`src/hdl/stream_dispatch_pkg.sv`:
```
// stream dispatch package: word and block widths, header layout and kernel codes
package stream_dispatch_pkg;

    // stream and block geometry
    localparam int word_w          = 32;
    localparam int block_w         = 128;
    localparam int words_per_block = block_w / word_w;

    typedef logic [word_w-1:0]  word_t;
    typedef logic [block_w-1:0] block_t;

    // header field types
    typedef logic [7:0]  dst_t;
    typedef logic [7:0]  mode_t;
    typedef logic [15:0] len_t;

    // matches the header word: dst 31:24, mode 23:16, block count 15:0
    typedef struct packed {
        dst_t  dst;
        mode_t mode;
        len_t  len;
    } frame_hdr_t;

    // kernel 0 sits at this destination, the rest follow upward
    localparam dst_t kernel_dst_base = 8'h04;

    // transform modes understood by the kernels
    localparam mode_t mode_fft  = 8'd1;
    localparam mode_t mode_ifft = 8'd2;
    localparam mode_t mode_ntt  = 8'd3;
    localparam mode_t mode_intt = 8'd4;

    // legal block count is 1 .. max_blocks
    localparam int max_blocks = 256;

    localparam int num_kernels_def = 4;

endpackage

```
`src/hdl/block_stream_if.sv`:
```
// block stream bundle: valid/ready handshake with data and frame-last flag
`timescale 1ns/1ps

interface block_stream_if #(
    parameter int width = stream_dispatch_pkg::block_w
) ();

    logic             vld;
    logic             rdy;
    logic [width-1:0] dat;
    // high on the final block of a frame
    logic             lst;

    modport source (
        output vld, dat, lst,
        input  rdy
    );

    modport sink (
        input  vld, dat, lst,
        output rdy
    );

endinterface

```
`src/hdl/frame_ingress.sv`:
```
// frame ingress: decodes frame headers and packs payload words into kernel blocks
`timescale 1ns/1ps

module frame_ingress #(
    parameter int num_kernels = stream_dispatch_pkg::num_kernels_def,
    localparam int sel_w = (num_kernels > 1) ? $clog2(num_kernels) : 1
) (
    input  logic                            clk,
    input  logic                            rstn,
    input  logic                            ss_vld,
    input  stream_dispatch_pkg::word_t      ss_dat,
    output logic                            ss_rdy,
    output logic                            hdr_stb,
    output stream_dispatch_pkg::frame_hdr_t hdr,
    output logic [sel_w-1:0]                kernel_sel,
    block_stream_if.source                  blk
);
    import stream_dispatch_pkg::*;

    localparam int lane_w    = $clog2(words_per_block);
    localparam int last_lane = words_per_block - 1;

    typedef enum logic [1:0] {
        st_hdr,
        st_pay,
        st_disc
    } state_t;

    state_t            state;
    frame_hdr_t        new_hdr;
    logic              dst_hit;
    logic              len_ok;
    logic              word_acc;
    len_t              blk_left;
    logic [lane_w-1:0] lane;
    block_t            pack_q;
    logic              pack_vld;
    logic              pack_lst;
    logic              hdr_stb_q;
    frame_hdr_t        hdr_q;
    logic [sel_w-1:0]  sel_q;

    assign new_hdr = frame_hdr_t'(ss_dat);

    // destination must name one of the fitted kernels
    assign dst_hit = (new_hdr.dst >= kernel_dst_base) &&
                     (new_hdr.dst < kernel_dst_base + num_kernels);
    assign len_ok  = (new_hdr.len <= max_blocks);

    // back-pressure while a packed block is still waiting
    assign ss_rdy   = !pack_vld;
    assign word_acc = ss_vld && ss_rdy;

    always_ff @(posedge clk or negedge rstn) begin
        if (!rstn) begin
            state     <= st_hdr;
            blk_left  <= '0;
            lane      <= '0;
            pack_vld  <= 1'b0;
            pack_lst  <= 1'b0;
            hdr_stb_q <= 1'b0;
        end else begin
            hdr_stb_q <= 1'b0;
            case (state)
                st_hdr: begin
                    // zero-length header carries no payload
                    if (word_acc && new_hdr.len != '0) begin
                        blk_left <= new_hdr.len;
                        lane     <= '0;
                        if (dst_hit && len_ok) begin
                            hdr_stb_q <= 1'b1;
                            state     <= st_pay;
                        end else begin
                            state <= st_disc;
                        end
                    end
                end
                st_pay: begin
                    if (pack_vld) begin
                        if (blk.rdy) begin
                            pack_vld <= 1'b0;
                            if (pack_lst) begin
                                state <= st_hdr;
                            end
                        end
                    end else if (word_acc) begin
                        lane <= lane + 1'b1;
                        if (lane == last_lane) begin
                            pack_vld <= 1'b1;
                            pack_lst <= (blk_left == 16'd1);
                            blk_left <= blk_left - 1'b1;
                        end
                    end
                end
                st_disc: begin
                    // swallow words at full rate
                    if (word_acc) begin
                        lane <= lane + 1'b1;
                        if (lane == last_lane) begin
                            blk_left <= blk_left - 1'b1;
                            if (blk_left == 16'd1) begin
                                state <= st_hdr;
                            end
                        end
                    end
                end
                default: state <= st_hdr;
            endcase
        end
    end

    // header copy and packing shift register
    always_ff @(posedge clk) begin
        if (state == st_hdr && word_acc) begin
            hdr_q <= new_hdr;
            sel_q <= sel_w'(new_hdr.dst - kernel_dst_base);
        end
        // first word ends up in the top lane
        if (state == st_pay && word_acc) begin
            pack_q <= {pack_q[block_w-word_w-1:0], ss_dat};
        end
    end

    assign blk.vld    = pack_vld;
    assign blk.dat    = pack_q;
    assign blk.lst    = pack_lst;
    assign hdr_stb    = hdr_stb_q;
    assign hdr        = hdr_q;
    assign kernel_sel = sel_q;

endmodule

```
`src/hdl/kernel_router.sv`:
```
// kernel router: steers blocks to the selected kernel and issues decode and mode
`timescale 1ns/1ps

module kernel_router #(
    parameter int num_kernels = stream_dispatch_pkg::num_kernels_def,
    localparam int sel_w = (num_kernels > 1) ? $clog2(num_kernels) : 1
) (
    input  logic                            clk,
    input  logic                            rstn,
    input  logic                            hdr_stb,
    input  stream_dispatch_pkg::frame_hdr_t hdr,
    input  logic [sel_w-1:0]                kernel_sel,
    input  logic [num_kernels-1:0]          k_ld_rdy,
    output logic [num_kernels-1:0]          k_ld_vld,
    output stream_dispatch_pkg::block_t     k_ld_dat,
    output logic [num_kernels-1:0]          k_decode,
    output stream_dispatch_pkg::mode_t      k_mode [num_kernels],
    block_stream_if.sink                    blk
);
    import stream_dispatch_pkg::*;

    logic [sel_w-1:0] sel_q;
    // set by decode, cleared once the last block is loaded
    logic             act_q;

    always_ff @(posedge clk or negedge rstn) begin
        if (!rstn) begin
            sel_q    <= '0;
            act_q    <= 1'b0;
            k_decode <= '0;
            for (int i = 0; i < num_kernels; i++) begin
                k_mode[i] <= '0;
            end
        end else begin
            if (hdr_stb) begin
                sel_q <= kernel_sel;
                act_q <= 1'b1;
            end else if (blk.vld && blk.rdy && blk.lst) begin
                act_q <= 1'b0;
            end
            // decode pulse and mode latch land on the same edge
            for (int i = 0; i < num_kernels; i++) begin
                k_decode[i] <= hdr_stb && (kernel_sel == sel_w'(i));
                if (hdr_stb && kernel_sel == sel_w'(i)) begin
                    k_mode[i] <= hdr.mode;
                end
            end
        end
    end

    // zero-cycle block path
    always_comb begin
        for (int i = 0; i < num_kernels; i++) begin
            k_ld_vld[i] = act_q && blk.vld && (sel_q == sel_w'(i));
        end
    end

    assign blk.rdy  = act_q && k_ld_rdy[sel_q];
    assign k_ld_dat = blk.dat;

endmodule

```
`src/hdl/kernel_status.sv`:
```
// kernel status: per-kernel idle and done flags packed into the status word
`timescale 1ns/1ps

module kernel_status #(
    parameter int num_kernels = stream_dispatch_pkg::num_kernels_def
) (
    input  logic                     clk,
    input  logic                     rstn,
    input  logic [num_kernels-1:0]   k_decode,
    input  logic [num_kernels-1:0]   frame_done,
    input  logic                     ap_read,
    output logic [2*num_kernels-1:0] ap_ctrl
);

    logic [num_kernels-1:0] idle_q;
    logic [num_kernels-1:0] done_q;

    always_ff @(posedge clk or negedge rstn) begin
        if (!rstn) begin
            idle_q <= '1;
            done_q <= '0;
        end else begin
            for (int i = 0; i < num_kernels; i++) begin
                // a new frame keeps the kernel busy even if the old one just left
                if (k_decode[i]) begin
                    idle_q[i] <= 1'b0;
                end else if (frame_done[i]) begin
                    idle_q[i] <= 1'b1;
                end
                // completion beats the read-clear
                if (frame_done[i]) begin
                    done_q[i] <= 1'b1;
                end else if (ap_read) begin
                    done_q[i] <= 1'b0;
                end
            end
        end
    end

    // kernel i: idle at 2i+1, done at 2i
    always_comb begin
        for (int i = 0; i < num_kernels; i++) begin
            ap_ctrl[2*i+1] = idle_q[i];
            ap_ctrl[2*i]   = done_q[i];
        end
    end

endmodule

```
`src/hdl/result_serializer.sv`:
```
// result serializer: frame-locked arbitration of kernel results onto the word stream
`timescale 1ns/1ps

module result_serializer #(
    parameter int num_kernels = stream_dispatch_pkg::num_kernels_def
) (
    input  logic                        clk,
    input  logic                        rstn,
    input  logic [num_kernels-1:0]      k_sw_vld,
    input  stream_dispatch_pkg::block_t k_sw_dat [num_kernels],
    input  logic [num_kernels-1:0]      k_sw_lst,
    output logic [num_kernels-1:0]      k_sw_rdy,
    input  logic                        sm_rdy,
    output logic                        sm_vld,
    output stream_dispatch_pkg::word_t  sm_dat,
    output logic                        sm_lst,
    output logic [num_kernels-1:0]      frame_done
);
    import stream_dispatch_pkg::*;

    localparam int idx_w     = (num_kernels > 1) ? $clog2(num_kernels) : 1;
    localparam int lane_w    = $clog2(words_per_block);
    localparam int last_lane = words_per_block - 1;

    logic [idx_w-1:0]  pick;
    logic [idx_w-1:0]  gnt;
    logic [idx_w-1:0]  gnt_q;
    logic              lock_q;
    logic              can_take;
    logic              take;
    block_t            shift_q;
    logic              out_vld;
    logic              out_lst;
    logic [lane_w-1:0] lane;

    // lowest index with a result waiting
    always_comb begin
        pick = '0;
        for (int i = num_kernels - 1; i >= 0; i--) begin
            if (k_sw_vld[i]) begin
                pick = idx_w'(i);
            end
        end
    end

    // grant stays put until the frame's last block
    assign gnt = lock_q ? gnt_q : pick;

    // room when empty or when the last word leaves this cycle
    assign can_take = !out_vld || (sm_rdy && lane == last_lane);

    always_comb begin
        for (int i = 0; i < num_kernels; i++) begin
            k_sw_rdy[i] = can_take && k_sw_vld[i] && (gnt == idx_w'(i));
        end
    end

    assign take       = |k_sw_rdy;
    assign frame_done = k_sw_rdy & k_sw_lst;

    always_ff @(posedge clk or negedge rstn) begin
        if (!rstn) begin
            gnt_q   <= '0;
            lock_q  <= 1'b0;
            out_vld <= 1'b0;
            out_lst <= 1'b0;
            lane    <= '0;
        end else if (take) begin
            gnt_q   <= gnt;
            lock_q  <= !k_sw_lst[gnt];
            out_vld <= 1'b1;
            out_lst <= k_sw_lst[gnt];
            lane    <= '0;
        end else if (out_vld && sm_rdy) begin
            lane <= lane + 1'b1;
            if (lane == last_lane) begin
                out_vld <= 1'b0;
            end
        end
    end

    // msb lane goes out first
    always_ff @(posedge clk) begin
        if (take) begin
            shift_q <= k_sw_dat[gnt];
        end else if (out_vld && sm_rdy) begin
            shift_q <= shift_q << word_w;
        end
    end

    assign sm_vld = out_vld;
    assign sm_dat = shift_q[block_w-1 -: word_w];
    assign sm_lst = out_lst && (lane == last_lane);

endmodule

```
`src/hdl/stream_dispatch_top.sv`:
```
// stream dispatcher top: routes framed input to transform kernels and returns results
`timescale 1ns/1ps

module stream_dispatch_top #(
    parameter int num_kernels = stream_dispatch_pkg::num_kernels_def
) (
    input  logic                        clk,
    input  logic                        rstn,
    // input word stream
    input  logic                        ss_vld,
    output logic                        ss_rdy,
    input  stream_dispatch_pkg::word_t  ss_dat,
    // output word stream
    output logic                        sm_vld,
    input  logic                        sm_rdy,
    output stream_dispatch_pkg::word_t  sm_dat,
    output logic                        sm_lst,
    // kernel load side
    output logic [num_kernels-1:0]      k_ld_vld,
    input  logic [num_kernels-1:0]      k_ld_rdy,
    output stream_dispatch_pkg::block_t k_ld_dat,
    output logic [num_kernels-1:0]      k_decode,
    output stream_dispatch_pkg::mode_t  k_mode [num_kernels],
    // kernel return side
    input  logic [num_kernels-1:0]      k_sw_vld,
    output logic [num_kernels-1:0]      k_sw_rdy,
    input  stream_dispatch_pkg::block_t k_sw_dat [num_kernels],
    input  logic [num_kernels-1:0]      k_sw_lst,
    // status
    input  logic                        ap_read,
    output logic [2*num_kernels-1:0]    ap_ctrl
);
    import stream_dispatch_pkg::*;

    localparam int sel_w = (num_kernels > 1) ? $clog2(num_kernels) : 1;

    logic                   hdr_stb;
    frame_hdr_t             hdr;
    logic [sel_w-1:0]       kernel_sel;
    logic [num_kernels-1:0] frame_done;

    block_stream_if #(.width(block_w)) blk_if ();

    frame_ingress #(.num_kernels(num_kernels)) u_frame_ingress (
        .clk        (clk),
        .rstn       (rstn),
        .ss_vld     (ss_vld),
        .ss_dat     (ss_dat),
        .ss_rdy     (ss_rdy),
        .hdr_stb    (hdr_stb),
        .hdr        (hdr),
        .kernel_sel (kernel_sel),
        .blk        (blk_if.source)
    );

    kernel_router #(.num_kernels(num_kernels)) u_kernel_router (
        .clk        (clk),
        .rstn       (rstn),
        .hdr_stb    (hdr_stb),
        .hdr        (hdr),
        .kernel_sel (kernel_sel),
        .k_ld_rdy   (k_ld_rdy),
        .k_ld_vld   (k_ld_vld),
        .k_ld_dat   (k_ld_dat),
        .k_decode   (k_decode),
        .k_mode     (k_mode),
        .blk        (blk_if.sink)
    );

    kernel_status #(.num_kernels(num_kernels)) u_kernel_status (
        .clk        (clk),
        .rstn       (rstn),
        .k_decode   (k_decode),
        .frame_done (frame_done),
        .ap_read    (ap_read),
        .ap_ctrl    (ap_ctrl)
    );

    result_serializer #(.num_kernels(num_kernels)) u_result_serializer (
        .clk        (clk),
        .rstn       (rstn),
        .k_sw_vld   (k_sw_vld),
        .k_sw_dat   (k_sw_dat),
        .k_sw_lst   (k_sw_lst),
        .k_sw_rdy   (k_sw_rdy),
        .sm_rdy     (sm_rdy),
        .sm_vld     (sm_vld),
        .sm_dat     (sm_dat),
        .sm_lst     (sm_lst),
        .frame_done (frame_done)
    );

endmodule

```
`config.mk`:
```
export PLATFORM = sky130hd
export DESIGN_NAME = stream_dispatch_top
export DESIGN_NICKNAME = d
export VERILOG_FILES = /design/src/hdl/stream_dispatch_pkg.sv /design/src/hdl/block_stream_if.sv /design/src/hdl/frame_ingress.sv /design/src/hdl/kernel_router.sv /design/src/hdl/kernel_status.sv /design/src/hdl/result_serializer.sv /design/src/hdl/stream_dispatch_top.sv
export SDC_FILE = /design/constraint.sdc
export NUM_CORES = 1
export LEC_CHECK = 0
export BUFFER_PORTS_ARGS = -buffer_cell sky130_fd_sc_hd__buf_2
export CORE_AREA = 2 2 304 306
export CTS_CLUSTER_DIAMETER = 30
export DETAILED_ROUTE_END_ITERATION = 16
export DIE_AREA = 0 0 306 308
export PLACE_DENSITY_LB_ADDON = 0.25
export SYNTH_ARGS = -nofsm -noshare
export SYNTH_HDL_FRONTEND = slang
export SYNTH_SLANG_ARGS = --single-unit
```
`constraint.sdc`:
```
create_clock -name clk -period 11.1 [get_ports clk]
set_input_delay 0 -clock clk [delete_from_list [all_inputs] [get_ports clk]]
set_output_delay 0 -clock clk [all_outputs]
set_load 0.02 [all_outputs]
```
==> results <==
- The number of global-route vias before repair is around 16,000.
- The kind of cell with the highest combined delay on the critical path is buffers and inverters.
- For this run, asynchronously set or reset flops after synthesis account for 22.4%.
- The buffers inserted during post-CTS setup optimization is 0.
- At the later pin of the worst-skew pair, clock insertion delay measures around 0.63 ns.
- The cell area after synthesis is 17,200 sq um.
- Synthesis handed over a netlist of roughly 1,200 instances.
- Each instance of the synthesized netlist takes up on average between 10 and 15 sq um.
- The number of gates resized after CTS was 0.
- The DRC violation count after routing is 0.
- The depth of the most critical reg-to-reg path is 8.
- Headroom to the max-slew limit came out at 23.4%.
- The die is just over 300 um wide.
- The area growth from synthesis to layout is 65.6%.
- Synthesis inferred about 340 register bits.
- The first-pass GRT wire length is roughly 110 mm.
- The worst-case hold slack is approximately 0.0029 ns.
- The clock period minus worst slack is 4.58 ns.
- After clock tree synthesis, the flow added hold-fix buffers numbering 306.
- The hold-critical path endpoint is u_result_serializer.shift_q[125].
- The final critical path takes up approximately two fifths of the cycle.
- The area of all placed cells without fillers is about 28,000 sq um.
- Counting the buffers created by CTS gives 95.
- The worst flop-to-flop path startpoint is u_result_serializer.lock_q.
- After detailed routing, the average wire length per cell comes to ~23 um.
- The clock net in this run drives a total of approximately 340 sinks.
- The element type at the critical path start is a register.
- For the worst setup path, the data required time is approximately 11 ns.
- After routing, the total negative slack on setup checks comes to 0 ns.
- After clock tree synthesis, the clock-pin slew on the worst setup and hold paths is ~0.050 ns.
- The post-detailed-route via-to-cell ratio is 4.19.
- In this run the most critical hold path is launched from k_sw_dat[381].
- The worst-case register-to-register setup slack is around 6.5 ns.
- The maximum vdd drop is ~0.00023 V.
- Clock tree synthesis selected as its root buffer the cell sky130_fd_sc_hd__clkbuf_16.
- The kind of end point of the critical path is a register.
- The critical path class is register to register.
- The net count after synthesis is 1,764.
- The leakage power is 13.2 nW.
- The slowest stage of the critical path belongs to the cell sky130_fd_sc_hd__buf_4.
- The number of antenna violations at the first check in global routing is 44.
- The die covers between 90,000 and 100,000 sq um.
- The number of top-level pins is slightly below 800.
- The worst setup skew after layout is 0.0701 ns.
- The total core area is 91,000 sq um.
- The first routing iteration left about 780 violations.
- The net count of the finished layout is about 2,900.
- The warning count from the yosys run is 0.
- The largest driver fanout on the critical path is between 60 and 70.
- In this run the tool buffered the top-level ports with 775 buffer cells.
- Based on the critical path, the design can be clocked at up to 218 MHz.
- The signal on the critical path passes through nor2b_1 > a211o_4 > buf_4 > mux2i_1 > dlygate4sd3_1 > mux2i_1 > dlygate4sd3_1 > mux2_2.
- The transition at the pin with the smallest max-transition slack is approximately 1.1 ns.
- The path type of the worst min-delay path is primary input to register.
- Setup repair after global routing left no endpoint under its margin.
- Power spread over the standard cell area amounts to around 250 nW/um^2.
- The total vias in the final route is about 15,000.
- Global routing used between 10% and 20% of the available tracks.
- In this run the core area contains between 100 and 150 standard-cell rows.
- sky130_fd_sc_hd__edfxtp_1 takes more of the synthesized area than any other cell.
- The count of endpoints failing setup in the final report is 0.
- By area the synthesized netlist is led by sky130_fd_sc_hd__edfxtp_1, sky130_fd_sc_hd__mux2i_1, sky130_fd_sc_hd__dfrtp_1, sky130_fd_sc_hd__mux2_2, sky130_fd_sc_hd__mux4_2.
- The number of hold violations in the final report is 0.
- The total half-perimeter wirelength after legalization and detailed placement is ~65 mm.
- The clock tree buffer depth is 3.
- In this run the remaining antenna-violating nets after routing total 0.
- Entering global routing, the biggest net connects 128 pins.
- The layout has around 9,000 filler cells.
- The share of synthesized area in the top cell type comes to between 40 and 50%.
- In the layout the commonest cells are sky130_fd_sc_hd__buf_2, sky130_fd_sc_hd__dlygate4sd3_1, sky130_fd_sc_hd__mux2i_1.
- The max-slew violation count was 0.
- For this configuration, the core starts out at a cell density of 18.9%.
- The max capacitance violation total is 0.
- The share of layout cells above drive strength 1 is a little under half.
- The startpoint of the most critical setup path is u_result_serializer.lock_q.
- The placement-stage cell area is 22,200 sq um.
- For the worst setup path, the data arrival time is slightly below 5 ns.
- The critical register-to-register path endpoint is u_result_serializer.shift_q[76].
- The leftover overflow at the end of global routing is 0.
- The number of buffers and inverters on the critical path is 3.
- Along the worst hold path, the cell count comes to 4.
- The peak per-stage delay on the critical path is a little over 0.9 ns.
- The routability congestion estimate from global placement is 0.944.
- Among all flip-flop cells after synthesis, the most frequent one is sky130_fd_sc_hd__edfxtp_1.
- The TritonCTS clock tree is built.
- The number of distinct library cells after synthesis is between 60 and 70.
- The first detailed-routing pass took 5 iterations.
- The run finished with clean final reports.
- Wires add up to 82.8 mm.
- From bottom edge to top edge, the die measures 308 um.
- The most common library cell in the layout ignoring fill and taps is sky130_fd_sc_hd__buf_2.
- Summing the sequential cell areas from Yosys gives between 50% and 60% of the chip area.
- The count of flip-flops with a built-in enable after synthesis is 266.
- The number of H-tree levels is 3.
-- tightest hold or removal path: cells and delay by family --
family | cells | cell delay [ns]
buffers and inverters | 1 | 0.08
muxes | 3 | 0.43
-- state kept, by name, indices dropped and copies added, names as in the netlist, 2 cells and up --
name                         flops
u_frame_ingress.state            2
u_frame_ingress.lane             2
u_result_serializer.shift_q    128
u_frame_ingress.blk_left        16
u_result_serializer.gnt_q        2
u_frame_ingress.hdr              8
u_kernel_router.k_decode         4
u_result_serializer.lane         2
u_frame_ingress.blk.dat        128
u_kernel_status.done_q           4
u_kernel_router.k_mode          32
u_kernel_status.idle_q           4
u_frame_ingress.kernel_sel       2
u_kernel_router.sel_q            2
-- Yosys cell counts, types with 22 or more instances --
cell type,count
sky130_fd_sc_hd__a21oi_1,25
sky130_fd_sc_hd__edfxtp_1,266
sky130_fd_sc_hd__clkbuf_1,22
sky130_fd_sc_hd__nand2_1,88
sky130_fd_sc_hd__mux4_2,34
sky130_fd_sc_hd__buf_2,38
sky130_fd_sc_hd__dfrtp_1,73
sky130_fd_sc_hd__mux2_2,105
sky130_fd_sc_hd__nor2b_1,36
sky130_fd_sc_hd__buf_4,36
sky130_fd_sc_hd__mux2i_1,289
-- power breakdown --
group | switching (mW) | total (mW) | internal, mW
logic | 1.26 | 2.55 | 1.28
clock network | 0.841 | 2.69 | 1.85
registers | 0.137 | 1.94 | 1.80
-- per-stage QoR --
| step | setup slack, ns | power [mW] | utilization (%) | std cells |
|---|---|---|---|---|
| CTS | 6.52 | 7.27 | 31.3 | 3554 |
| global route | 6.31 | 7.50 | 31.3 | 3560 |
| global placement | 7.00 | 4.09 | 24.4 | 3074 |
| floorplan | 4.41 | 3.44 | - | 1195 |
| detailed placement | 6.95 | 4.12 | 24.4 | 3074 |
| finish | 6.52 | 7.18 | 31.3 | 3563 |
-- worst max path at each step --
stage,depth (start not counted),slack [ns],end
global placement,7,7.00,u_result_serializer.shift_q[79]
detailed placement,7,6.95,u_result_serializer.shift_q[102]
global route,8,6.31,u_result_serializer.shift_q[74]
CTS,8,6.52,u_result_serializer.shift_q[44]
finish,8,6.52,u_result_serializer.shift_q[76]
floorplan,4,4.41,u_frame_ingress.blk.dat[0]
-- routing by layer --
metal	part of all wire, %	vias to the layer above	global-route usage (%)	routed length [um]
met1	40	7315	19.6	32700
met3	7.7	147	5.11	6350
met2	50	695	29.4	41400
li1	-	6770	-	-
met5	0.11	-	0	91
met4	2.6	14	5.02	2180
-- layout make-up --
type | count | area [sq um] | share of cell area (%)
timing repair buffer | 1099 | 7090 | 24.9
clock buffer | 111 | 2460 | 8.62
tap | 1186 | 1480 | 5.21
antenna | 8 | 20.0 | 0.0703
inverter | 21 | 78.8 | 0.277
multi-input combinational | 732 | 6680 | 23.4
sequential | 343 | 9920 | 34.8
clock inverter | 63 | 762 | 2.67
-- logic make-up (layout without fill, tap and decap cells) --
kind of cell    Yosys count  count (layout)  synth area share [%]
compound gates           85              85                  3.36
xor+xnor                  2               2                 0.102
fa+ha+maj                 8               8                 0.582
buf+inv                 120            1294                  3.77
flops                   343             343                  57.6
mux                     438             438                  28.8
other cells               0               8                     0
simple gates            199             199                  5.75
Note: power is estimated with default switching activity, not from simulation.
